<file path="src/common/cpu_macros.svh">
`ifndef CPU_MACROS_SVH
`define CPU_MACROS_SVH

// ####################
// sizes
// ####################

`define CPU_IMEM_DEPTH 256 // instruction words
`define CPU_DMEM_DEPTH 256 // data words
`define CPU_REG_COUNT  8

// cycles allowed past four per instruction before a run counts as hung
`define CPU_HALT_MARGIN 64

`endif

</file>
<file path="src/design/wordMemory.sv">
`timescale 1ns/1ps
`default_nettype none

module wordMemory #(
	parameter int WIDTH = 16,
	parameter int DEPTH = 256
) (
	input  wire                       CLK,
	input  wire                       we,
	input  wire [$clog2(DEPTH)-1:0]   wrAddr,
	input  wire [$clog2(DEPTH)-1:0]   rdAddr,
	input  wire [WIDTH-1:0]           wrData,
	output logic [WIDTH-1:0]          rdData
);
	logic [WIDTH-1:0] mem [DEPTH];

	always_ff @(posedge CLK) begin
		if (we) begin
			mem[wrAddr] <= wrData;
		end
	end

	assign rdData = mem[rdAddr]; // async read

endmodule

`default_nettype wire

</file>
<file path="config.mk">
export PLATFORM = sky130hd
export DESIGN_NAME = wordMemory
export DESIGN_NICKNAME = d
export VERILOG_FILES = /design/src/common/cpu_macros.svh /design/src/design/wordMemory.sv
export SDC_FILE = /design/constraint.sdc
export NUM_CORES = 2
export LEC_CHECK = 0
export BUFFER_PORTS_ARGS = -buffer_cell sky130_fd_sc_hd__buf_4
export CELL_PAD_IN_SITES_DETAIL_PLACEMENT = 1
export CELL_PAD_IN_SITES_GLOBAL_PLACEMENT = 1
export CORE_MARGIN = 5
export CORE_UTILIZATION = 30
export CTS_CLUSTER_DIAMETER = 40
export DETAILED_ROUTE_END_ITERATION = 7
export PLACE_DENSITY = 0.47
export REMOVE_ABC_BUFFERS = 1
export SLEW_MARGIN = 40
export SYNTH_ARGS = -nofsm -noshare
export SYNTH_HDL_FRONTEND = slang
export SYNTH_SLANG_ARGS = --single-unit
</file>
<file path="constraint.sdc">
create_clock -name CLK -period 4.1 [get_ports CLK]
set_clock_uncertainty 0.05 [all_clocks]
set_input_delay 0.82 -clock CLK [delete_from_list [all_inputs] [get_ports CLK]]
set_output_delay 0.82 -clock CLK [all_outputs]
set_load 0.005 [all_outputs]
</file>
==> out/qor.txt <==
Setup crit end kind -> output port
Ports -> 50
PortBufs -> 49
GRT overflow -> 0
Root Driver -> clkbuf_16
Vias in the first global route -> 87600
Placed instance count -> 15000
Startpoint Class -> primary input
Max-cap check violation count -> 0
Largest register by flop count -> mem
Clock buffer count from CTS -> 599
RSZ-0062 raised after global routing -> yes
Synth top area cells -> edfxtp_1, mux4_2, mux2i_1
Synth top area share -> 0.777
Largest net degree at the start of global routing -> 125
Final period util -> 1.16
Tot GR Track Use -> 0.187
Global-route wire length before repair -> 716000 um
Routed Antenna Nets -> 0
Netlist cell types -> 51
Lkg Pwr -> 0.0653 uW
Max clock buf depth -> 4
Clock H-tree levels -> 6
TritonCTS clock tree -> built
FP Rows -> 266
Peak supply drop -> 0.490 mV
Wirelength per Cell -> 32.0 um
Final Worst Setup Slack -> -0.671 ns
Die ar. -> 543000 um2
Top FF cell, synth -> edfxtp_1
Clock-pin slew on the worst setup and hold paths -> 0.06 ns
Failing checks -> negative setup slack
CTS Hold Bufs -> 0
Ys async rst share -> 0
Final Util -> 0.381
Die Y -> 737 um
DR iter-0 viols -> 7999
CP arrival -> 3.90 ns
Drt via density -> 5.11
Total core area -> 526000 um2
Routed Wire Length -> 518000 um
Max reg flops -> 4096
Max Fclk -> 210 MHz
Dpl hpwl -> 320000 um
Synthesized flop and latch total -> 4096
Pre-antenna DRT Iters -> 6
Biggest registers after layout -> mem (4096)
Layout Cells excl Fill -> 16200
CP required -> 3.23 ns
Post-synth top cells -> edfxtp_1, mux4_2, mux2i_1
# nets final -> 8754
Avg Synthesized Cell Area -> 21.6 um2
Initial core utilization -> 0.301
Die X -> 737 um
Initial antenna violation count -> 40
# DRC -> 0
Netlist Area Pre-Place -> 158000 um2
Sequential area share after synthesis -> 0.777
Setup TNS -> -8.10 ns
Worst-path maximum fanout -> 70
Layout cell share with drive strength beyond 1 -> 0.381
RD Place Congestion -> 0.806
Power density over cell area -> 523 nW/um2
Post-Synthesis Cells -> 7344
Vias -> 82700
Synth-to-layout area growth -> 26.4%
Largest area contributor in the netlist -> edfxtp_1
EDFF count, synth -> 4096
Status -> finished, violations left
Fin. max-slew vios -> 0
CTS sink cnt -> 4096
Final setup viols -> 16
Warnings, synthesis -> 0
Final hold violations -> 0
WS Path Type -> primary input to output port
Min Clock Period, post-route -> 4.77 ns
Most frequent cell after synthesis -> edfxtp_1
Worst-Margin Slew -> 0.877 ns
Max_slew headroom -> 0.416
Worst Hold Class -> primary input to register
-- kinds of logic after synthesis --
logic type | synth area share
flip-flops | 0.777
AO/OA/AOI/OAI | 0.0354
AND/OR/NAND/NOR | 0.0158
multiplexers | 0.155
buffers and inverters | 0.0170
-- report_power, final --
group          internal, uW  switching [uW]  total [uW]  leakage, uW
clock                 33100           19600       52700      0.00995
sequential            46200            19.7       46200       0.0368
combinational          2360            3500        5860       0.0185
-- placed cells by master (no fill, tap or decap), types with 27 or more instances in the layout --
| cell | count |
|---|---|
| edfxtp_1 | 4096 |
| buf_4 | 940 |
| mux4_2 | 797 |
| clkbuf_16 | 618 |
| mux2i_1 | 562 |
| o221ai_1 | 190 |
| nor2_2 | 174 |
| a21oi_1 | 165 |
| buf_12 | 146 |
| o22ai_1 | 135 |
| nor2_1 | 127 |
| bufinv_16 | 89 |
| clkinv_2 | 86 |
| mux2_2 | 71 |
| nor3_1 | 68 |
| inv_6 | 65 |
| clkinv_1 | 61 |
| clkinvlp_4 | 61 |
| o221ai_2 | 58 |
| clkbuf_1 | 57 |
| buf_16 | 54 |
| clkinv_4 | 47 |
| buf_6 | 44 |
| o21ai_0 | 31 |
| a22oi_1 | 28 |
| buf_8 | 27 |
-- stage by stage --
stage | power [uW] | area, um2 | hold WS (ns) | worst slack, ns
after floorplan | 48800 | 156000 | 0.869 | -3.97
after global placement | 52400 | 176000 | 1.22 | -1.49
after detailed placement | 52500 | 176000 | 1.19 | -1.35
after CTS | 106000 | 199000 | 0.0241 | -0.627
after global routing | 108000 | 200000 | 0.0435 | -0.608
final | 105000 | 200000 | 0.104 | -0.671
-- per-layer routing --
metal | vias up | part of all wire | GRT usage
li1 | 34300 | - | -
met1 | 45400 | 0.43 | 0.257
met2 | 2318 | 0.48 | 0.311
met3 | 707 | 0.051 | 0.0262
met4 | 0 | 0.030 | 0.0477
met5 | - | 0 | 0
-- final cells by class --
class | count | area (um2)
clock inverter | 429 | 5110
fill | 49900 | 325000
inverter | 4 | 27.5
multi-input combinational | 2792 | 35000
clock buffer | 669 | 15500
timing repair buffer | 1227 | 12800
antenna | 9 | 22.5
sequential | 4096 | 123000
tap | 6968 | 8720
-- critical path, cell delays in order --
cell and delay (ns):
buf_16 0.15, or2_4 0.37, buf_12 0.17, buf_12 0.21, o221ai_2 0.27, buf_4 0.17
a21oi_1 0.12, nor2_1 0.15, buf_4 0.16, nand4_1 0.28, nor4_4 0.48, buf_4 0.18
buf_4 0.10
-- worst paths after layout --
path / start / endpoint / slack [ns] / depth (start not counted)
worst min-delay path: wrData[2] / mem[0][2] / 0.10 / 1
worst max-delay path: rdAddr[1] / rdData[10] / -0.67 / 13
-- repair_timing --
item / CTS / global route
gates cloned: 23 / 5
pin swaps: 55 / 43
buffers inserted: 39 / 14
resized for setup: 306 / 130
setup endpoints to repair: 16 / 16
(Power assumes the default switching activity.)
