[src/common/cpu_macros.svh]
`ifndef CPU_MACROS_SVH
`define CPU_MACROS_SVH

// ####################
// sizes
// ####################

`define CPU_IMEM_DEPTH 256 // instruction words
`define CPU_DMEM_DEPTH 256 // data words
`define CPU_REG_COUNT  8

// cycles allowed past four per instruction before a run counts as hung
`define CPU_HALT_MARGIN 64

`endif

[src/common/cpuIsaPkg.sv]
`default_nettype none

package cpuIsaPkg;

	typedef logic [15:0] wordT;
	typedef logic [31:0] instrT;
	typedef logic [15:0] immT;
	typedef logic [2:0]  regAddrT;
	typedef logic [7:0]  imemAddrT;
	typedef logic [7:0]  dmemAddrT; // low byte of computed address
	typedef logic [4:0]  aluOpT;
	typedef logic [2:0]  flagTestT;

	typedef enum logic [2:0] {
		typeBranch = 3'b000,
		typeAluReg = 3'b001,
		typeAluImm = 3'b010,
		typeMem    = 3'b100, // op[4] set for store
		typeJump   = 3'b110,
		typeHalt   = 3'b111
	} instrTypeT;

	// other codes give zero
	localparam aluOpT aluAdd   = 5'b00000;
	localparam aluOpT aluSub   = 5'b00001;
	localparam aluOpT aluAnd   = 5'b01000;
	localparam aluOpT aluOr    = 5'b01001;
	localparam aluOpT aluXor   = 5'b01010;
	localparam aluOpT aluShl   = 5'b10000;
	localparam aluOpT aluShr   = 5'b10001;
	localparam aluOpT aluPassB = 5'b10011;

	localparam flagTestT testNever   = 3'b000;
	localparam flagTestT testZero    = 3'b001;
	localparam flagTestT testNonZero = 3'b010;
	localparam flagTestT testAlways  = 3'b011;
	localparam flagTestT testNeg     = 3'b100;
	localparam flagTestT testNonNeg  = 3'b101;
	localparam flagTestT testCarry   = 3'b110;
	localparam flagTestT testNoCarry = 3'b111;

	// ####################
	// field extraction

	function automatic instrTypeT typeOf(instrT instr);
		return instrTypeT'(instr[31:29]);
	endfunction

	function automatic aluOpT opOf(instrT instr);
		return instr[28:24];
	endfunction

	function automatic regAddrT rdOf(instrT instr);
		return instr[23:21];
	endfunction

	function automatic regAddrT rsOf(instrT instr);
		return instr[20:18];
	endfunction

	function automatic regAddrT rtOf(instrT instr);
		return instr[2:0]; // overlaps imm
	endfunction

	function automatic immT immOf(instrT instr);
		return instr[15:0];
	endfunction

endpackage

`default_nettype wire

[src/datapath/regFile.sv]
`timescale 1ns/1ps
`default_nettype none
`include "cpu_macros.svh"

module regFile (
	input  wire                     CLK,
	input  wire                     arstN,
	input  wire                     we,
	input  wire cpuIsaPkg::regAddrT rdAddr,
	input  wire cpuIsaPkg::regAddrT rsAddr,
	input  wire cpuIsaPkg::regAddrT rtAddr,
	input  wire cpuIsaPkg::wordT    wrData,
	output cpuIsaPkg::wordT         rsData,
	output cpuIsaPkg::wordT         rtData
);
	cpuIsaPkg::wordT regs [`CPU_REG_COUNT];

	always_ff @(posedge CLK or negedge arstN) begin
		if (!arstN) begin
			for (int i = 0; i < `CPU_REG_COUNT; i++) begin
				regs[i] <= '0;
			end
		end else if (we) begin
			regs[rdAddr] <= wrData;
		end
	end

	assign rsData = regs[rsAddr];
	assign rtData = regs[rtAddr];

endmodule

`default_nettype wire

[config.mk]
export PLATFORM = sky130hd
export DESIGN_NAME = regFile
export DESIGN_NICKNAME = d
export VERILOG_FILES = /design/src/common/cpuIsaPkg.sv /design/src/datapath/regFile.sv
export VERILOG_INCLUDE_DIRS = /design/src /design/src/common
export SDC_FILE = /design/constraint.sdc
export NUM_CORES = 1
export LEC_CHECK = 0
export CAP_MARGIN = 20
export CORE_UTILIZATION = 47
export DETAILED_ROUTE_END_ITERATION = 10
export DONT_BUFFER_PORTS = 1
export PLACE_DENSITY = 0.62
export SLEW_MARGIN = 20
export SYNTH_ARGS = -nofsm -noshare
export SYNTH_HDL_FRONTEND = slang
export SYNTH_SLANG_ARGS = --single-unit
[constraint.sdc]
create_clock -name CLK -period 3.3 [get_ports CLK]
set_input_delay 0.33 -clock CLK [delete_from_list [all_inputs] [get_ports CLK]]
set_output_delay 0.33 -clock CLK [all_outputs]
set_load 0.05 [all_outputs]
==> results.sh <==
export IMPL_status="finished, final reports clean"
export IMPL_fp_dieArea_mm2=0.0154
export IMPL_internal_power_mw=3.90
export IMPL_vias=3686
export IMPL_hold_slack_ns=0.0607
export IMPL_maxUsedRoutingLayer="met4"
export IMPL_diodes=0
export IMPL_ys_seq_area_share_pct=45.8
export IMPL_skew_ns=0
export IMPL_max_clock_path_buffers=2
export IMPL_cp_end_kind="primary output"
export IMPL_slew_headroom_pct=41.3
export IMPL_totalWireLength_um=15700
export IMPL_finalCritPeriodShare_pct=62.9
export IMPL_wl_met2_um=8060
export IMPL_setup_tns_ns=0
export IMPL_globalplace_congestion=0.697
export IMPL_grt_max_degree=129
export IMPL_setup_violations=0
export IMPL_grt_ovfl_total=0
export IMPL_hp_class="in2reg"
export IMPL_criticalPathCategory="reg2out"
export IMPL_syn_instance_count=393
export IMPL_coreArea_mm2=0.0145
export IMPL_leakage_nw=3.28
export IMPL_critPathLaunchType="register"
export IMPL_required_ns=2.97
export IMPL_reg_top3="regs x128"
export IMPL_dieWidth_um=124
export IMPL_synth_fp_nets=421
export IMPL_first_pass_iters=4
export IMPL_layout_common_cells="mux2_2 (160), dfrtp_1 (128), mux4_1 (56)"
export IMPL_cp_slowest_cell="mux4_1"
export IMPL_yosysWarnings=0
export IMPL_synthDistinctLibCells=15
export IMPL_vdd_drop_max_uv=395
export IMPL_cts_made_buffers=17
export IMPL_switching_share_pct=28.8
export IMPL_slowest_delay_ns=0.53
export IMPL_p_total_mw=5.47
export IMPL_power_switching_mw=1.58
export IMPL_post_place_ws_ns=1.49
export IMPL_die_y_um=124
export IMPL_clk_latency_ns=0.42
export IMPL_p_per_area_mw_per_mm2=709
export IMPL_ant_nets=0
export IMPL_worstPathArrival_ns=1.74
export IMPL_post_cts_resized=0
export IMPL_wl_met1_um=6590
export IMPL_final_common_cell="mux2_2"
export IMPL_start_util_pct=48.2
export IMPL_placement_io_buffers=0
export IMPL_antenna_found_initial=0
export IMPL_nets=412
export IMPL_slew_violations=0
export IMPL_post_synth_cell_area_avg_um2=17.8
export IMPL_path_cells="mux4_1 -> mux2_2"
export IMPL_syn_area_mm2=0.00700
export IMPL_drc=0
export IMPL_fp_row_count=44
export IMPL_power_share_clock_pct=36.3
export IMPL_cap_viol_max_count=0
export IMPL_layout_drive_gt1_share_pct=53.1
export IMPL_post_dp_hpwl_um=8680
export IMPL_dr_first_iter_drc_count=248
export IMPL_regMostFlops="regs"
export IMPL_worst_pin_slew_ns=0.878
export IMPL_final_util_pct=53.1
export IMPL_max_freq_ghz=0.482
export IMPL_htreeDepth=4
export IMPL_hold_viol_final=0
export IMPL_setup_slack_ns=1.23
export IMPL_post_cts_setup_buffers=0
export IMPL_wire_per_inst_um=27.1
export IMPL_grt_pass1_wl_um=24000
export IMPL_combPwrFrac_pct=24.5
export IMPL_grt_total_usage_pct=22.3
export IMPL_via_per_inst=6.34
export IMPL_ys_ff_latch=128
export IMPL_critical_path_buf_inv_count=0
export IMPL_wl_met3_um=852
export IMPL_cts_sinks=128
export IMPL_period_minus_slack_ns=2.07
export IMPL_crit_family="multiplexers"
export IMPL_clkTransAtPathRegs_ns=0.06
export IMPL_power_frac_seq_pct=39.3
export IMPL_cts_tree="done"
export IMPL_rsz0062_at_grt="no"
export IMPL_cts_root_buffer="clkbuf_16"
export IMPL_pin_count=60
export IMPL_grt_pass1_vias=3973
export IMPL_critPathMaxFanout=3
export IMPL_synthToLayoutAreaGrowth_pct=10.3
export IMPL_largest_reg_flops=128
## synth_stat cells
library cell / count / share of area [%]
clkbuf_1: 3 / 0.16
mux2_2: 160 / 26
and4bb_2: 1 / 0.18
dfrtp_1: 128 / 46
mux4_1: 56 / 21
mux4_2: 8 / 2.6
nor4b_4: 1 / 0.34
buf_4: 5 / 0.54
buf_2: 8 / 0.57
clkbuf_2: 2 / 0.14
buf_1: 5 / 0.27
nand4_2: 1 / 0.18
nand4b_2: 3 / 0.64
buf_6: 10 / 1.6
nor4bb_1: 2 / 0.29
## cell type report
cell class	instances	area (µm²)
clock buffer	21	470
clock inverter	11	160
sequential	128	3200
fill	1201	6810
timing repair buffer	5	60.1
tap	184	230
multi-input combinational	232	3600
## layer usage
layer / up-vias / global-route usage, %
met1: 1999 / 28.1
met2: 79 / 37.0
met5: - / 0
li1: 1592 / -
met4: 0 / 7.14
met3: 16 / 6.55
## power groups by stage
stage | Sequential (mW) | Combinational [mW] | Clock (mW)
after floorplan | 2.08 | 1.25 | 0
after global placement | 2.13 | 1.29 | 0
after detailed placement | 2.17 | 1.32 | 0
after CTS | 2.15 | 1.32 | 2.02
after global routing | 2.20 | 1.42 | 2.10
final | 2.15 | 1.34 | 1.98
## stage by stage
stage / std cells / area, µm²
CTS: 579 / 7680
floorplan: 393 / 7000
global route: 581 / 7720
finish: 581 / 7720
detailed placement: 547 / 7050
global placement: 547 / 7050
## logic make-up (layout without fill, tap and decap cells)
| group | count (synthesis) | after routing | share of synthesized area [%] |
|---|---|---|---|
| muxes | 224 | 224 | 49.3 |
| and+or+nand+nor | 8 | 8 | 1.63 |
| DFF | 128 | 128 | 45.8 |
| buffers and inverters | 33 | 37 | 3.29 |
## path summary, 6_finish.rpt
kind                       startpoint         end  slack (ns)  depth (start not counted)
setup / recovery            regs[107]  rsData[11]        1.23                          2
hold / removal             wrData[14]    regs[78]        0.06                          1
setup reg to reg             regs[27]    regs[27]        2.50                          1
hold reg to reg              regs[62]    regs[62]        0.52                          1
max in group asynchronous       arstN    regs[44]        2.28                          2
min in group asynchronous       arstN    regs[19]        0.54                          2
(Power assumes the default switching activity.)
