`config.mk`:
```
export PLATFORM = sky130hd
export DESIGN_NAME = fetchUnit
export DESIGN_NICKNAME = d
export VERILOG_FILES = /design/src/common/cpu_macros.svh /design/src/common/cpuIsaPkg.sv /design/src/design/fetchUnit.sv
export SDC_FILE = /design/constraint.sdc
export NUM_CORES = 1
export LEC_CHECK = 0
export ABC_AREA = 1
export BUFFER_PORTS_ARGS = -buffer_cell sky130_fd_sc_hd__buf_2
export CAP_MARGIN = 20
export CORE_MARGIN = 3
export CORE_UTILIZATION = 50
export DETAILED_ROUTE_END_ITERATION = 8
export HOLD_SLACK_MARGIN = 0.08
export PLACE_DENSITY_LB_ADDON = 0.05
export SYNTH_ARGS = -nofsm -noshare
export SYNTH_HDL_FRONTEND = slang
export SYNTH_SLANG_ARGS = --single-unit
```
`constraint.sdc`:
```
create_clock -name CLK -period 3.9 [get_ports CLK]
set_clock_uncertainty 0.2 [all_clocks]
set_input_delay 0.39 -clock CLK [delete_from_list [all_inputs] [get_ports CLK]]
set_output_delay 0.39 -clock CLK [all_outputs]
set_load 0.02 [all_outputs]
```
`src/common/cpu_macros.svh`:
```
`ifndef CPU_MACROS_SVH
`define CPU_MACROS_SVH

// ####################
// sizes
// ####################

`define CPU_IMEM_DEPTH 256 // instruction words
`define CPU_DMEM_DEPTH 256 // data words
`define CPU_REG_COUNT  8

// cycles allowed past four per instruction before a run counts as hung
`define CPU_HALT_MARGIN 64

`endif

```
`src/common/cpuIsaPkg.sv`:
```
`default_nettype none

package cpuIsaPkg;

	typedef logic [15:0] wordT;
	typedef logic [31:0] instrT;
	typedef logic [15:0] immT;
	typedef logic [2:0]  regAddrT;
	typedef logic [7:0]  imemAddrT;
	typedef logic [7:0]  dmemAddrT; // low byte of computed address
	typedef logic [4:0]  aluOpT;
	typedef logic [2:0]  flagTestT;

	typedef enum logic [2:0] {
		typeBranch = 3'b000,
		typeAluReg = 3'b001,
		typeAluImm = 3'b010,
		typeMem    = 3'b100, // op[4] set for store
		typeJump   = 3'b110,
		typeHalt   = 3'b111
	} instrTypeT;

	// other codes give zero
	localparam aluOpT aluAdd   = 5'b00000;
	localparam aluOpT aluSub   = 5'b00001;
	localparam aluOpT aluAnd   = 5'b01000;
	localparam aluOpT aluOr    = 5'b01001;
	localparam aluOpT aluXor   = 5'b01010;
	localparam aluOpT aluShl   = 5'b10000;
	localparam aluOpT aluShr   = 5'b10001;
	localparam aluOpT aluPassB = 5'b10011;

	localparam flagTestT testNever   = 3'b000;
	localparam flagTestT testZero    = 3'b001;
	localparam flagTestT testNonZero = 3'b010;
	localparam flagTestT testAlways  = 3'b011;
	localparam flagTestT testNeg     = 3'b100;
	localparam flagTestT testNonNeg  = 3'b101;
	localparam flagTestT testCarry   = 3'b110;
	localparam flagTestT testNoCarry = 3'b111;

	// ####################
	// field extraction

	function automatic instrTypeT typeOf(instrT instr);
		return instrTypeT'(instr[31:29]);
	endfunction

	function automatic aluOpT opOf(instrT instr);
		return instr[28:24];
	endfunction

	function automatic regAddrT rdOf(instrT instr);
		return instr[23:21];
	endfunction

	function automatic regAddrT rsOf(instrT instr);
		return instr[20:18];
	endfunction

	function automatic regAddrT rtOf(instrT instr);
		return instr[2:0]; // overlaps imm
	endfunction

	function automatic immT immOf(instrT instr);
		return instr[15:0];
	endfunction

endpackage

`default_nettype wire

```
`src/design/fetchUnit.sv`:
```
`timescale 1ns/1ps
`default_nettype none

module fetchUnit (
	input  wire                      CLK,
	input  wire                      arstN,
	input  wire                      irWe,
	input  wire                      pcWe,
	input  wire                      pcBranchSel,
	input  wire                      branchTaken,
	input  wire cpuIsaPkg::imemAddrT target,
	input  wire cpuIsaPkg::instrT    instrIn,
	output cpuIsaPkg::imemAddrT      pc,
	output cpuIsaPkg::instrT         instr
);
	cpuIsaPkg::imemAddrT nextPc;

	// jumps arrive with an always-true test
	assign nextPc = (pcBranchSel && branchTaken) ? target : pc + 1'b1;

	always_ff @(posedge CLK or negedge arstN) begin
		if (!arstN) begin
			pc    <= '0;
			instr <= '0;
		end else begin
			if (irWe) begin
				instr <= instrIn;
			end
			if (pcWe) begin
				pc <= nextPc;
			end
		end
	end

endmodule

`default_nettype wire

```
==> summary.txt <==
Finish
  • Number of diodes: 0
  • Commonest non-fill, non-tap cell in the layout: buf_2
  • Multi-input logic area: 753 um^2
  • Most frequent cells in the layout: buf_2, dfrtp_1, mux2_4
  • Storage cell area: 1000 um^2
  • Area Overhead vs Synth: 26.1%
  • # fillers: 297
  • Final nets: 278
  • Layout cells sized above 1: 0.563

Global route
  • Largest net degree at the start of global routing: 41
  • Grt total ovfl: 0
  • Vias in the first global route: 1317
  • First-pass GRT wire length: 6040 um
  • All-Layer GR Usage: 0.180
  • Initial antenna violation count: 0

Clock tree
  • TritonCTS clock tree: yes
  • Num CTS Buffers: 5
  • Clock transition at path regs: 0.07 ns
  • CTS root buf: clkbuf_8
  • Clock latency on the worst-skew pair: 0.28 ns
  • Num Clock Sinks: 40
  • Setup bufs post-CTS: 0
  • Longest Clk Path Bufs: 2
  • H-tree depth: 2

Synth
  • Syn nets: 191
  • Yosys warns: 0
  • Syn avg cell area: 13.0 um^2
  • Distinct cells, synth: 19
  • Post-synthesis sequential area ratio: 0.536
  • Async S/R FF share, synth: 1.00
  • Mapped Area: 1870 um^2
  • Cells after Synth: 144
  • Synthesized flop and latch total: 40
  • Top_reg_cell synth: dfrtp_1
  • EDFF count, synth: 0

STA
  • Slew margin rel.: 0.350
  • Hold Vio Cnt, Final: 0
  • RSZ-0062 raised after global routing: no
  • Fin Setup TNS: 0 ns
  • Fmax: 635 MHz
  • Final Max Tran Viols: 0
  • Final hold slack: 0.131 ns
  • Final setup violation count: 0
  • Final Cycle Share: 0.404
  • Worst Max-Slew Pin Slew: 0.975 ns
  • Min Tclk post-route: 1.57 ns

Critical path
  • Crit path required time: 3.87 ns
  • Crit path to: instr[29]
  • Critical path's slowest cell: buf_2
  • Worst setup SP type: input pin
  • Worst setup path start: irWe
  • RR Startpoint: pc[1]
  • Crit path buf inv count: 1
  • FF-to-FF path depth: 6
  • Crit. End Element: flip-flop
  • Crit-path leading delay family: buffers and inverters
  • Critical path class: input pin to flip-flop
  • R2R setup slack: 2.46 ns
  • Critical-path cell list: buf_2, mux2_2
  • Slowest stage delay, CP: 0.73 ns
  • CP max FO: 32
  • WP depth: 2
  • WP data arrival: 1.55 ns
  • Worst reg2reg endpoint: pc[6]

Pwr
  • Switch share: 0.330
  • Sw Pwr: 359 uW
  • Worst VDD drop: 236 uV
  • Clk pwr share: 0.232
  • PD cells: 462 nW/um^2
  • Flop pwr share: 0.479
  • Comb power frac: 0.289
  • Leak pwr: 1.26 nW
  • Internal: 728 uW

Die
  • Placement Rows: 21
  • Die W: 67.1 um
  • Top Ports: 86
  • Core area: 3470 um^2
  • Die ar.: 4510 um^2
  • Initial core utilization: 0.539
  • DIE HEIGHT: 67.1 um

Detailed routing
  • DR vias/cell: 4.86
  • Final WL: 3800 um
  • Pre-antenna DRT Iters: 4
  • WL per Instance: 13.7 um
  • Initial DRC count: 98
  • DRC Markers: 0
  • DR vias: 1346
  • Post-route ant nets: 0

Place
  • Detailed Place HPWL: 2780 um
  • GPL Wtd Cong: 0.783
  • I/O Buffers: 85

Flow run
  • Max-cap violations: 0

Run status
  • Outcome: finished, final reports clean

Hold path
  • Worst Hold Class: input pin to flip-flop
==> synthesized netlist by cell type (2+ instances only) <==
cell type	count	area share
a21oi_1	8	0.021
buf_12	3	0.032
buf_6	2	0.012
dfrtp_1	40	0.54
inv_1	6	0.012
mux2_2	2	0.012
mux2_4	30	0.24
nand2_1	19	0.038
nand2_2	3	0.010
nand3_1	8	0.021
nor2_1	10	0.020
o21ai_1	6	0.016
==> timing repair <==
action,in CTS,in global routing
hold buffers,1,0
endpoints found under the hold margin,40,0
gates resized for setup,0,0
==> final cells by class <==
class	instances	area share
Sequential cell	40	0.425
Multi-Input combinational cell	91	0.320
Timing Repair Buffer	86	0.185
Clock buffer	5	0.0292
Tap cell	46	0.0244
Inverter	7	0.0112
Clock inverter	2	0.00531
==> per-layer routing <==
metal,vias to the layer above,part of all wire,global-route usage
li1,648,-,-
met1,645,0.40,0.224
met2,51,0.51,0.297
met3,2,0.081,0.0472
met4,0,0.0061,0.0759
met5,-,0,0
==> worst min path at each step <==
stage	from	cells after the start	end
4_1_cts	instrIn[12]	2	instr[12]
5_1_grt	instrIn[13]	2	instr[13]
6_report	instrIn[13]	2	instr[13]
3_5_place_dp	instr[0]	1	instr[0]
3_3_place_gp	instr[7]	1	instr[7]
2_1_floorplan	arstN	0	instr[0]
==> cells by family after synthesis <==
group                      Yosys count  share of synthesized area
AOI/OAI and AO/OA                   15                     0.0409
and+or+nand+nor                     43                      0.102
buffers and inverters               13                     0.0609
DFF                                 40                      0.536
adders and majority gates            1                    0.00670
muxes                               32                      0.253
==> per-stage QoR <==
stage / instances / utilization / setup slack, ns / total power, mW / area [um^2]
after detailed placement: 269 / 0.653 / 2.02 / 0.843 / 2260
final: 277 / 0.679 / 2.33 / 1.09 / 2350
after floorplan: 144 / - / 2.47 / 0.735 / 1870
after global placement: 269 / 0.653 / 2.06 / 0.832 / 2260
after global routing: 277 / 0.679 / 2.20 / 1.16 / 2350
after CTS: 277 / 0.679 / 2.33 / 1.10 / 2350
==> state kept, by name (all words and copies together), names as in the netlist <==
signal / cells
pc: 8
instr: 32
==> power groups by stage <==
stage	registers (mW)	clock network, mW	logic (mW)
after detailed placement	0.527	0	0.316
after global routing	0.528	0.284	0.344
after floorplan	0.592	0	0.143
after global placement	0.523	0	0.309
after CTS	0.520	0.265	0.318
final	0.521	0.253	0.314
(Power assumes the default switching activity.)
