**src/common/cpu_macros.svh**
```systemverilog
`ifndef CPU_MACROS_SVH
`define CPU_MACROS_SVH

// ####################
// sizes
// ####################

`define CPU_IMEM_DEPTH 256 // instruction words
`define CPU_DMEM_DEPTH 256 // data words
`define CPU_REG_COUNT  8

// cycles allowed past four per instruction before a run counts as hung
`define CPU_HALT_MARGIN 64

`endif

```
**src/common/cpuIsaPkg.sv**
```systemverilog
`default_nettype none

package cpuIsaPkg;

	typedef logic [15:0] wordT;
	typedef logic [31:0] instrT;
	typedef logic [15:0] immT;
	typedef logic [2:0]  regAddrT;
	typedef logic [7:0]  imemAddrT;
	typedef logic [7:0]  dmemAddrT; // low byte of computed address
	typedef logic [4:0]  aluOpT;
	typedef logic [2:0]  flagTestT;

	typedef enum logic [2:0] {
		typeBranch = 3'b000,
		typeAluReg = 3'b001,
		typeAluImm = 3'b010,
		typeMem    = 3'b100, // op[4] set for store
		typeJump   = 3'b110,
		typeHalt   = 3'b111
	} instrTypeT;

	// other codes give zero
	localparam aluOpT aluAdd   = 5'b00000;
	localparam aluOpT aluSub   = 5'b00001;
	localparam aluOpT aluAnd   = 5'b01000;
	localparam aluOpT aluOr    = 5'b01001;
	localparam aluOpT aluXor   = 5'b01010;
	localparam aluOpT aluShl   = 5'b10000;
	localparam aluOpT aluShr   = 5'b10001;
	localparam aluOpT aluPassB = 5'b10011;

	localparam flagTestT testNever   = 3'b000;
	localparam flagTestT testZero    = 3'b001;
	localparam flagTestT testNonZero = 3'b010;
	localparam flagTestT testAlways  = 3'b011;
	localparam flagTestT testNeg     = 3'b100;
	localparam flagTestT testNonNeg  = 3'b101;
	localparam flagTestT testCarry   = 3'b110;
	localparam flagTestT testNoCarry = 3'b111;

	// ####################
	// field extraction

	function automatic instrTypeT typeOf(instrT instr);
		return instrTypeT'(instr[31:29]);
	endfunction

	function automatic aluOpT opOf(instrT instr);
		return instr[28:24];
	endfunction

	function automatic regAddrT rdOf(instrT instr);
		return instr[23:21];
	endfunction

	function automatic regAddrT rsOf(instrT instr);
		return instr[20:18];
	endfunction

	function automatic regAddrT rtOf(instrT instr);
		return instr[2:0]; // overlaps imm
	endfunction

	function automatic immT immOf(instrT instr);
		return instr[15:0];
	endfunction

endpackage

`default_nettype wire

```
**src/datapath/flagUnit.sv**
```systemverilog
`timescale 1ns/1ps
`default_nettype none

module flagUnit (
	input  wire                      CLK,
	input  wire                      arstN,
	input  wire                      flagLoad,
	input  wire                      zero,
	input  wire                      negative,
	input  wire                      carry,
	input  wire cpuIsaPkg::flagTestT flagTest,
	output logic                     branchTaken
);
	logic zeroQ, negQ, carryQ; // from last alu-type instruction

	always_ff @(posedge CLK or negedge arstN) begin
		if (!arstN) begin
			zeroQ  <= 1'b0;
			negQ   <= 1'b0;
			carryQ <= 1'b0;
		end else if (flagLoad) begin
			zeroQ  <= zero;
			negQ   <= negative;
			carryQ <= carry;
		end
	end

	always_comb begin
		case (flagTest)
			cpuIsaPkg::testZero:    branchTaken = zeroQ;
			cpuIsaPkg::testNonZero: branchTaken = ~zeroQ;
			cpuIsaPkg::testAlways:  branchTaken = 1'b1;
			cpuIsaPkg::testNeg:     branchTaken = negQ;
			cpuIsaPkg::testNonNeg:  branchTaken = ~negQ;
			cpuIsaPkg::testCarry:   branchTaken = carryQ;
			cpuIsaPkg::testNoCarry: branchTaken = ~carryQ;
			default:                branchTaken = 1'b0; // never
		endcase
	end

endmodule

`default_nettype wire

```
**config.mk**
```make
export PLATFORM = sky130hd
export DESIGN_NAME = flagUnit
export DESIGN_NICKNAME = d
export VERILOG_FILES = /design/src/common/cpu_macros.svh /design/src/common/cpuIsaPkg.sv /design/src/datapath/flagUnit.sv
export SDC_FILE = /design/constraint.sdc
export NUM_CORES = 1
export LEC_CHECK = 0
export BUFFER_PORTS_ARGS = -buffer_cell sky130_fd_sc_hd__clkbuf_2
export CORE_AREA = 2 2 39 41
export CTS_CLUSTER_DIAMETER = 80
export DETAILED_ROUTE_END_ITERATION = 8
export DIE_AREA = 0 0 41 43
export PLACE_DENSITY_LB_ADDON = 0.05
export REMOVE_ABC_BUFFERS = 1
export SLEW_MARGIN = 20
export SYNTH_ARGS = -nofsm -noshare
export SYNTH_HDL_FRONTEND = slang
export SYNTH_SLANG_ARGS = --single-unit
```
**constraint.sdc**
```tcl
create_clock -name CLK -period 1.3 [get_ports CLK]
set_clock_uncertainty 0.05 [all_clocks]
set_input_delay 0.26 -clock CLK [delete_from_list [all_inputs] [get_ports CLK]]
set_output_delay 0.26 -clock CLK [all_outputs]
set_load 0.03 [all_outputs]
```
==> impl_metrics.toml <==
[timing]
fmax_ghz = 0.620
hold_viol = 0
fin_ws_ps = -313
relSlewSlack_pct = 83.9
min_period_ps = 1610
report.final.slew_viol_count = 0
rsz0062_at_grt = "true"
finalCritPeriodShare_pct = 124
tightest_slew_ps = 238
tns_ps = -313
setup_violations = 1

[critical_path]
cp_data_required_time_ps = 990
start_kind = "flop"
path_cells = "mux2_4, o211ai_2, o311ai_1, buf_4"
end_kind = "output pin"
reg2reg_depth = 2
cp_slowest_cell = "dfrtp_1"
crit_path_max_fanout = 3
arrival_ps = 1300
critPathKind = "reg -> out"
slowest_delay_ps = 380

[finish]
syn_to_final_growth_pct = 69.3
final_nets = 40
antennaDiodeCount = 0
instances_no_fill = 46
final_layout_size_suffix_gt1_share_pct = 56.7
fin_util_pct = 21.0

[global_route]
grt_use_total_pct = 6.34
antenna_found_initial = 0
use_met1_pct = 5.50
grt_pass1_wl_um = 696
overflow = 0
grt_use_met2_pct = 8.44
grt_max_degree = 5
grt_pass1_vias = 183
busiest_layer = "met2"
grt_util_met3_pct = 5.24

[yosys]
yosys_warnings = 0
synthTopCellsByArea = "dfrtp_1, mux2_1, mux2_4"
synth_edf_count = 0
ys_ff_latch = 3
synth-async-reset-ratio_pct = 100
syn_avg_cell_area_um2 = 12.2
synthCells = 14
synth_top_area_cell = "dfrtp_1"
synth_most_common_cell = "dfrtp_1"
synth_top_cell_area_share_pct = 43.8
synth_ff_type = "dfrtp_1"
synth-seq-area-share_pct = 43.8
synth_area_um2 = 171
synthTopCellsByCount = "dfrtp_1, mux2_1, nor2b_1, o21ai_0"
synth_cell_types = 9

[flow_run]
maxCapViolations = 0

[cts]
cts_buffer_depth = 2
cts_tree = "yes"
h-tree-depth = 1
clock_sinks = 3
cts_made_buffers = 3
clk_latency_ps = 230
clock-root-buffer = "clkbuf_4"
clkSlewWorstSetupHoldPaths_ps = 30

[floorplan]
core_um2 = 1380
initial_core_util_pct = 12.4
die_width_um = 41
io_pins = 10
die_h_um = 43
die-area_um2 = 1760
rows = 14

[power_and_ir_drop]
p_int_uw = 260
pwr-share-comb_pct = 21.2
ir_drop_mv = 0.387
power_density_nw_per_um2 = 1180
p_leak_uw = 0.000139
swShare_pct = 23.7
clkPwrFrac_pct = 46.7
switching_power_uw = 80.9
pwr-share-seq_pct = 32.1

[hold_path]
holdPathStages = 2
hold_class = "in -> reg"

[routing]
drcViolationCount = 0
num_vias = 165
antenna_left = 0
viasPerCell = 3.59
drtPass1Iterations = 1
wirelength_um = 380
drtIter0Drc = 0
wire_per_inst_um = 8.26

[placed_design]
hpwl_um = 348
dpl.cell_count = 40
numPortBuffers = 9
gp_congestion = 0.563

[outcome]
violations = "negative setup slack"
outcome = "finished, violations left"
==> layout by cell type, fill, tap and decap left out, drive strengths merged <==
| master | count |
|---|---|
| dfrtp | 3 |
| nor2b | 2 |
| inv | 1 |
| dlygate4sd3 | 1 |
| clkbuf | 12 |
| o211ai | 1 |
| o311ai | 1 |
| o21ai | 2 |
| buf | 3 |
| mux2 | 4 |
==> power by group through the flow <==
stage | Clock (µW) | Sequential (µW) | Combinational, µW
after global placement | 0 | 111 | 63.4
final | 159 | 110 | 72.2
after detailed placement | 0 | 111 | 64.7
after global routing | 175 | 111 | 80.9
after floorplan | 0 | 109 | 35.5
after CTS | 168 | 110 | 73.6
==> flip-flops by register name (all words and copies together) (netlist names) <==
name / flops
carryQ: 1
negQ: 1
zeroQ: 1
==> final cells by class <==
type	instances	area, µm²
flip-flops and latches	3	75.1
multi-input cells	10	92.6
fillers	165	1090
repair buffers	12	72.6
inverters	1	3.75
clock buffers	4	26.3
well taps	16	20.0
==> what timing repair did <==
action                                  CTS  global route
endpoints found under the hold margin     3             0
buffers inserted                          1             0
gates resized for setup                   1             1
endpoints found under the setup margin    1             1
hold buffers                              1             0
==> metrics by stage <==
| stage | total power, µW | hold slack (ps) | area, µm² | setup slack, ps |
|---|---|---|---|---|
| 2_1_floorplan | 144 | -85.6 | 171 | -170 |
| 3_3_place_gp | 174 | 14.0 | 244 | -124 |
| 3_5_place_dp | 176 | 15.0 | 244 | -139 |
| 4_1_cts | 351 | 194 | 290 | -342 |
| 5_1_grt | 367 | 201 | 290 | -404 |
| 6_report | 341 | 200 | 290 | -313 |
==> worst max-delay path: cells and delay by family (launching register included) <==
family	cells	cell delay, ps
buf+inv	1	180
mux	1	280
flops	1	380
compound gates	2	240
==> worst paths after layout <==
| kind | startpoint | endpoint | slack [ps] |
|---|---|---|---|
| worst min-delay path | zero | zeroQ$_DFFE_PN0P_ | 200 |
| worst max-delay path | negQ$_DFFE_PN0P_ | branchTaken | -310 |
| worst min register to register | zeroQ$_DFFE_PN0P_ | zeroQ$_DFFE_PN0P_ | 480 |
| min in group asynchronous | arstN | carryQ$_DFFE_PN0P_ | 310 |
| max in group asynchronous | arstN | zeroQ$_DFFE_PN0P_ | 780 |
| worst max register to register | carryQ$_DFFE_PN0P_ | carryQ$_DFFE_PN0P_ | 360 |
==> cells by family after synthesis <==
kind of cell | count (synthesis) | synth area share (%)
AOI/OAI and AO/OA | 4 | 18.2
buffers and inverters | 1 | 2.19
DFF | 3 | 43.8
muxes | 4 | 28.5
and+or+nand+nor | 2 | 7.30
==> layer usage <==
layer | up-vias | wire length, µm
li1 | 84 | -
met1 | 76 | 156
met2 | 5 | 198
met3 | 0 | 26
met4 | 0 | 0
met5 | - | 0
Power figures use the tool's default switching activity.
