`src/common/cpu_macros.svh`:
```
`ifndef CPU_MACROS_SVH
`define CPU_MACROS_SVH

// ####################
// sizes
// ####################

`define CPU_IMEM_DEPTH 256 // instruction words
`define CPU_DMEM_DEPTH 256 // data words
`define CPU_REG_COUNT  8

// cycles allowed past four per instruction before a run counts as hung
`define CPU_HALT_MARGIN 64

`endif

```
`src/common/cpuIsaPkg.sv`:
```
`default_nettype none

package cpuIsaPkg;

	typedef logic [15:0] wordT;
	typedef logic [31:0] instrT;
	typedef logic [15:0] immT;
	typedef logic [2:0]  regAddrT;
	typedef logic [7:0]  imemAddrT;
	typedef logic [7:0]  dmemAddrT; // low byte of computed address
	typedef logic [4:0]  aluOpT;
	typedef logic [2:0]  flagTestT;

	typedef enum logic [2:0] {
		typeBranch = 3'b000,
		typeAluReg = 3'b001,
		typeAluImm = 3'b010,
		typeMem    = 3'b100, // op[4] set for store
		typeJump   = 3'b110,
		typeHalt   = 3'b111
	} instrTypeT;

	// other codes give zero
	localparam aluOpT aluAdd   = 5'b00000;
	localparam aluOpT aluSub   = 5'b00001;
	localparam aluOpT aluAnd   = 5'b01000;
	localparam aluOpT aluOr    = 5'b01001;
	localparam aluOpT aluXor   = 5'b01010;
	localparam aluOpT aluShl   = 5'b10000;
	localparam aluOpT aluShr   = 5'b10001;
	localparam aluOpT aluPassB = 5'b10011;

	localparam flagTestT testNever   = 3'b000;
	localparam flagTestT testZero    = 3'b001;
	localparam flagTestT testNonZero = 3'b010;
	localparam flagTestT testAlways  = 3'b011;
	localparam flagTestT testNeg     = 3'b100;
	localparam flagTestT testNonNeg  = 3'b101;
	localparam flagTestT testCarry   = 3'b110;
	localparam flagTestT testNoCarry = 3'b111;

	// ####################
	// field extraction

	function automatic instrTypeT typeOf(instrT instr);
		return instrTypeT'(instr[31:29]);
	endfunction

	function automatic aluOpT opOf(instrT instr);
		return instr[28:24];
	endfunction

	function automatic regAddrT rdOf(instrT instr);
		return instr[23:21];
	endfunction

	function automatic regAddrT rsOf(instrT instr);
		return instr[20:18];
	endfunction

	function automatic regAddrT rtOf(instrT instr);
		return instr[2:0]; // overlaps imm
	endfunction

	function automatic immT immOf(instrT instr);
		return instr[15:0];
	endfunction

endpackage

`default_nettype wire

```
`src/datapath/alu.sv`:
```
`timescale 1ns/1ps
`default_nettype none

module alu (
	input  wire                   CLK,
	input  wire                   arstN,
	input  wire cpuIsaPkg::aluOpT aluOp,
	input  wire cpuIsaPkg::wordT  a,
	input  wire cpuIsaPkg::wordT  b,
	output cpuIsaPkg::wordT       result,
	output logic                  zero,
	output logic                  negative,
	output logic                  carry
);
	cpuIsaPkg::wordT nextResult;
	logic nextCarry;

	always_comb begin
		nextCarry  = 1'b0;
		nextResult = '0;
		case (aluOp)
			cpuIsaPkg::aluAdd:   {nextCarry, nextResult} = {1'b0, a} + {1'b0, b};
			cpuIsaPkg::aluSub:   {nextCarry, nextResult} = {1'b0, a} - {1'b0, b}; // borrow
			cpuIsaPkg::aluAnd:   nextResult = a & b;
			cpuIsaPkg::aluOr:    nextResult = a | b;
			cpuIsaPkg::aluXor:   nextResult = a ^ b;
			cpuIsaPkg::aluShl:   nextResult = a << b[3:0];
			cpuIsaPkg::aluShr:   nextResult = a >> b[3:0]; // logical
			cpuIsaPkg::aluPassB: nextResult = b;
			default:             nextResult = '0;
		endcase
	end

	always_ff @(posedge CLK or negedge arstN) begin
		if (!arstN) begin
			result   <= '0;
			zero     <= 1'b0;
			negative <= 1'b0;
			carry    <= 1'b0;
		end else begin
			result   <= nextResult;
			zero     <= (nextResult == '0);
			negative <= nextResult[$bits(nextResult)-1];
			carry    <= nextCarry;
		end
	end

endmodule

`default_nettype wire

```
`config.mk`:
```
export PLATFORM = sky130hd
export DESIGN_NAME = alu
export DESIGN_NICKNAME = d
export VERILOG_FILES = /design/src/common/cpu_macros.svh /design/src/common/cpuIsaPkg.sv /design/src/datapath/alu.sv
export SDC_FILE = /design/constraint.sdc
export NUM_CORES = 1
export LEC_CHECK = 0
export ABC_CLOCK_PERIOD_IN_PS = 800
export CAP_MARGIN = 10
export CORE_MARGIN = 8
export CORE_UTILIZATION = 66
export DETAILED_ROUTE_END_ITERATION = 6
export DONT_BUFFER_PORTS = 1
export PLACE_DENSITY_LB_ADDON = 0.2
export RECOVER_POWER = 25
export SLEW_MARGIN = 20
export SYNTH_ARGS = -nofsm -noshare
export SYNTH_HDL_FRONTEND = slang
export SYNTH_SLANG_ARGS = --single-unit
```
`constraint.sdc`:
```
create_clock -name CLK -period 0.8 [get_ports CLK]
set_input_delay 0.08 -clock CLK [delete_from_list [all_inputs] [get_ports CLK]]
set_output_delay 0.08 -clock CLK [all_outputs]
set_load 0.01 [all_outputs]
```
==> results of run 1 <==
[cells by family after synthesis]
logic type	after synthesis
buffers and inverters	88
and+or+nand+nor	196
xor gates and xnor gates	12
adders and majority gates	54
muxes	47
AOI/OAI and AO/OA	181
DFF	18
[metrics by stage]
stage / hold slack (ps) / std cells / util (%) / setup WS, ps
2_1_floorplan: -216 / 596 / - / -2400
3_3_place_gp: -215 / 813 / 88.8 / -2490
3_5_place_dp: -215 / 813 / 88.8 / -2560
4_1_cts: 123 / 831 / 96.0 / -2010
[routing by layer]
layer	overflow	GRT usage, %
met1	1	61.4
met2	5	77.7
met3	0	53.4
met4	5	68.3
met5	0	19.7
[synth_stat cells, drive strengths merged, types with 3 or more instances]
library cell,instances,area share (%)
a211o,4,0.79
a211oi,9,1.5
a21o,5,0.82
a21oi,40,4.4
a221o,4,0.87
a221oi,6,1.1
a22o,3,0.63
a22oi,4,0.66
a311oi,3,0.57
a31oi,7,0.96
and2,7,0.96
buf,17,2.6
clkbuf,22,2.2
dfrtp,18,9.8
ha,52,14
inv,48,3.9
mux2,11,2.9
mux2i,22,4.8
mux4,14,7.2
nand2,57,4.8
nand2b,7,0.96
nand3,11,1.2
nand3b,3,0.49
nand4,4,0.55
nor2,55,4.5
nor2b,8,1.1
nor3,13,1.4
nor3b,3,0.49
nor4,6,0.96
nor4b,3,0.71
o211ai,12,2.0
o21ai,33,3.6
o221ai,4,0.76
o22ai,8,1.1
o2bb2ai,7,1.3
o311a,3,0.66
o31ai,6,0.98
or4,7,1.3
or4b,4,0.87
xnor2,9,1.7
xor2,3,0.57
[timing repair]
action / 4_1_cts
buffers inserted: 18
endpoints found under the hold margin: 18
hold buffers: 1
resized for setup: 74
setup endpoints to repair: 18
pin swaps: 52
==> flow_summary_export.csv, run 1 <==
group,metric,value,unit
synth,netlist_instances,596,
placed_design,port_buffers,0,
synth,synthAdderAreaFrac,15.1,%
synth,synth-async-reset-ratio,100,%
placed_design,dp_hpwl,14600,µm
synth,avgSynthCellArea,7.69,µm²
global_routing,grt_start_max_net_pins,47,
clock_tree,cts-htree-levels,1,
synth,synth_edf_count,0,
run_status,haltStage,"global routing (5_1_grt)",
synth,ys_seq_area_share,9.83,%
synth,synth_compound_area_share,27.3,%
floorplanning,die_y,99.3,µm
synth,synth-simple-area-share,21.8,%
synth,ys_seq_elements,18,
clock_tree,cts_buffers,3,
synth,synth_xor_area_share,2.29,%
synth,netlist_area,4580,µm²
run_status,firstError,"[ERROR GRT-0232] Routing congestion too high. Check the congestion heatmap in the GUI.",
floorplanning,ioPinCount,58,
global_routing,grt_usage,64.1,%
clock_tree,cts_buffer_depth,2,
synth,synthFlopType,"dfrtp_1",
synth,syn_nets,689,
placed_design,dpl_cell_area,6000,µm²
run_status,status,"did not finish",
floorplanning,die_x,99.3,µm
floorplanning,rows,30,
synth,synthMuxAreaShare,14.9,%
synth,synthDistinctLibCells,80,
global_routing,globalRoute.totalOverflow,11,
floorplanning,start_util,67.9,%
synth,synth_top_family_by_area,"compound AO/OA/AOI/OAI gates",
clock_tree,cts_sinks,18,
placed_design,gp_congestion,1.07,
synth,synth_warnings,0,
clock_tree,root_buffer,"clkbuf_8",
==> run 2, diff against run 1 <==
CORE_UTILIZATION = 40   (was 66)
PLACE_DENSITY_LB_ADDON = 0.15   (was 0.2)
==> flow_summary_export.csv, run 2 <==
group,metric,value,unit
timing,period_share,373,%
finish,nNetsFinal,862,
timing,layout_setup_ws,-2180,ps
placed_design,dpl_cell_area,6160,µm²
floorplanning,rows,39,
timing,hold_slack,-70.4,ps
pwr,intPower,3710,µW
synth,synthAdderAreaFrac,15.1,%
route,top_layer,"met5",
clock_tree,cts-htree-levels,1,
finish,layout.cells.most_common,"buf_4",
critical_path,crit_type,"primary input to flop",
pwr,share_seq_of_total_power,18.2,%
route,wl_met2,8750,µm
finish,num_antenna_cells,0,
floorplanning,die_x,123,µm
timing,worst_pin_slew,856,ps
synth,synth_xor_area_share,2.29,%
finish,area_growth,48.1,%
pwr,vdd_drop_max,1.57,mV
floorplanning,ioPinCount,58,
global_routing,grt_antenna_before_repair,1,
pwr,comb_power_share,66.2,%
clock_tree,clkTransAtPathRegs,40,ps
clock_tree,tritoncts,"done",
pwr,power.switching,2140,µW
placed_design,dp_hpwl,14800,µm
finish,post_route_cells_drive_above_1_share,40.7,%
synth,synthDistinctLibCells,80,
synth,netlist_instances,596,
critical_path,worst-endpoint-required,940,ps
synth,synthFlopType,"dfrtp_1",
global_routing,globalRoute.totalOverflow,0,
synth,avgSynthCellArea,7.69,µm²
synth,synthTopCellsByArea,"ha_1 (14%), dfrtp_1 (9.8%), mux4_2 (4.9%), mux2i_1 (4.8%), nand2_1 (4.5%)",
timing,finalHoldViolations,18,
critical_path,cp_max_fo,6,
synth,synth_commonest_cells,"nand2_1 (55), nor2_1 (55), ha_1 (52)",
pwr,p_leak,0.00313,µW
clock_tree,cts_buffers,3,
critical_path,cp-end-kind,"flop",
synth,synth-simple-area-share,21.8,%
run_status,violations,"hold timing, setup timing",
synth,netlist_area,4580,µm²
route,drtIter0Drc,442,
finish,stdcell_area,6790,µm²
placed_design,dp_slack,-2680,ps
route,wl_met1,7880,µm
pwr,swShare,36.6,%
timing,fmax,0.335,GHz
pwr,clkPwrFrac,15.6,%
floorplanning,start_util,40.5,%
timing,slew_headroom,42.9,%
route,wire_per_inst,20.5,µm
critical_path,worst_setup_path_start_kind,"primary input",
synth,synth_top_family_by_area,"compound AO/OA/AOI/OAI gates",
clock_tree,cts_sinks,18,
synth,synth_edf_count,0,
run_status,status,"finished with violations",
route,vias,5414,
timing,fin_crit,2980,ps
finish,layout_common_cells,"buf_4 (190), nor2_1 (53), nand2_1 (51), ha_1 (44), inv_1 (42)",
finish,largest_reg_flops,15,
clock_tree,cts_buffer_depth,2,
min_path,hp-class,"primary input to asynchronous set/reset pin",
placed_design,gp_congestion,0.978,
global_routing,first_global_vias,5204,
synth,synth_compound_area_share,27.3,%
timing,slew_viol_final,0,
finish,regMostFlops,"result",
timing,rsz0062_at_grt,"yes",
pwr,power_density,861,nW/µm²
floorplanning,die_area,15100,µm²
synth,ys_seq_area_share,9.83,%
run,cap_violations,0,
floorplanning,core_area,11300,µm²
synth,synthMuxAreaShare,14.9,%
floorplanning,die_y,123,µm
route,ant_nets,0,
route,viasPerCell,5.95,
synth,syn_nets,689,
global_routing,grt_pass1_wl,28400,µm
placed_design,port_buffers,0,
route,dr_wl_met3,1450,µm
timing,setup_violations,18,
route,drc,0,
route,finalWirelength,18700,µm
synth,synthDominantCellAreaShare,14.2,%
clock_tree,root_buffer,"clkbuf_16",
finish,finish.utilization,60.0,%
global_routing,grt_start_max_net_pins,47,
synth,ys_seq_elements,18,
route,dr.pass1.iters,5,
synth,synth_warnings,0,
global_routing,grt_usage,24.0,%
synth,synth-async-reset-ratio,100,%
critical_path,arrival,3130,ps
synth,synth_top_cell_by_area,"ha_1",
## run 2: layout make-up
class | instances | area, µm²
clock buffers | 3 | 75.1
flip-flops and latches | 18 | 450
inverters | 49 | 243
fillers | 988 | 4530
well taps | 143 | 179
multi-input cells | 490 | 4220
repair buffers | 207 | 1620
## run 2: logic make-up after synthesis
kind of cell | count (synthesis)
AO/OA/AOI/OAI | 181
XOR/XNOR | 12
adder cells (fa/ha/maj) | 54
buffers and inverters | 88
flip-flops | 18
multiplexers | 47
AND/OR/NAND/NOR | 196
## run 2: timing repair
item                                    in CTS  in global routing
pin swaps                                   34                 30
resized for setup                           46                 40
hold buffers                                 1                  0
cloned                                       0                  0
endpoints found under the setup margin      18                 36
hold endpoints to repair                    18                  0
setup buffers                               10                 19
## run 2: critical path, cell delays in order
cell and delay (ps):
clkinv_16 30, ha_4 120, inv_2 40, fa_2 380, mux2i_1 170, xnor2_1 150, nor2_1 70, or4_4 540
or4b_4 580, nor4_4 150, o211ai_1 150, or4_1 450, nor4b_2 220
## run 2: per-stage QoR
stage	setup TNS, ps	cells	power, µW
2_1_floorplan	-22810	596	3110
3_3_place_gp	-27620	886	4340
3_5_place_dp	-28050	886	4380
4_1_cts	-22130	897	5560
5_1_grt	-24030	910	6190
6_report	-22630	910	5850
## run 2: metal layers
| metal | vias to the layer above | track usage [%] |
|---|---|---|
| met4 | 2 | 8.28 |
| met3 | 44 | 2.92 |
| met2 | 207 | 40.8 |
| met5 | - | 0 |
| met1 | 2593 | 30.7 |
| li1 | 2568 | - |
## run 2: power groups by stage
stage          combinational (µW)  sequential, µW  clock, µW
4_1_cts                      3570            1070        929
3_5_place_dp                 3300            1080          0
6_report                     3870            1070        909
5_1_grt                      4150            1070        965
2_1_floorplan                2040            1070          0
3_3_place_gp                 3260            1080          0
## run 2: worst max path at each step
stage / end / startpoint / slack, ps / cells after the start
2_1_floorplan: zero / b[0] / -2400 / 15
3_3_place_gp: zero / a[0] / -2610 / 13
3_5_place_dp: zero / a[0] / -2680 / 13
4_1_cts: zero / a[0] / -2230 / 13
5_1_grt: zero / a[0] / -2350 / 13
6_report: zero / a[0] / -2180 / 13
Power figures use the tool's default switching activity.
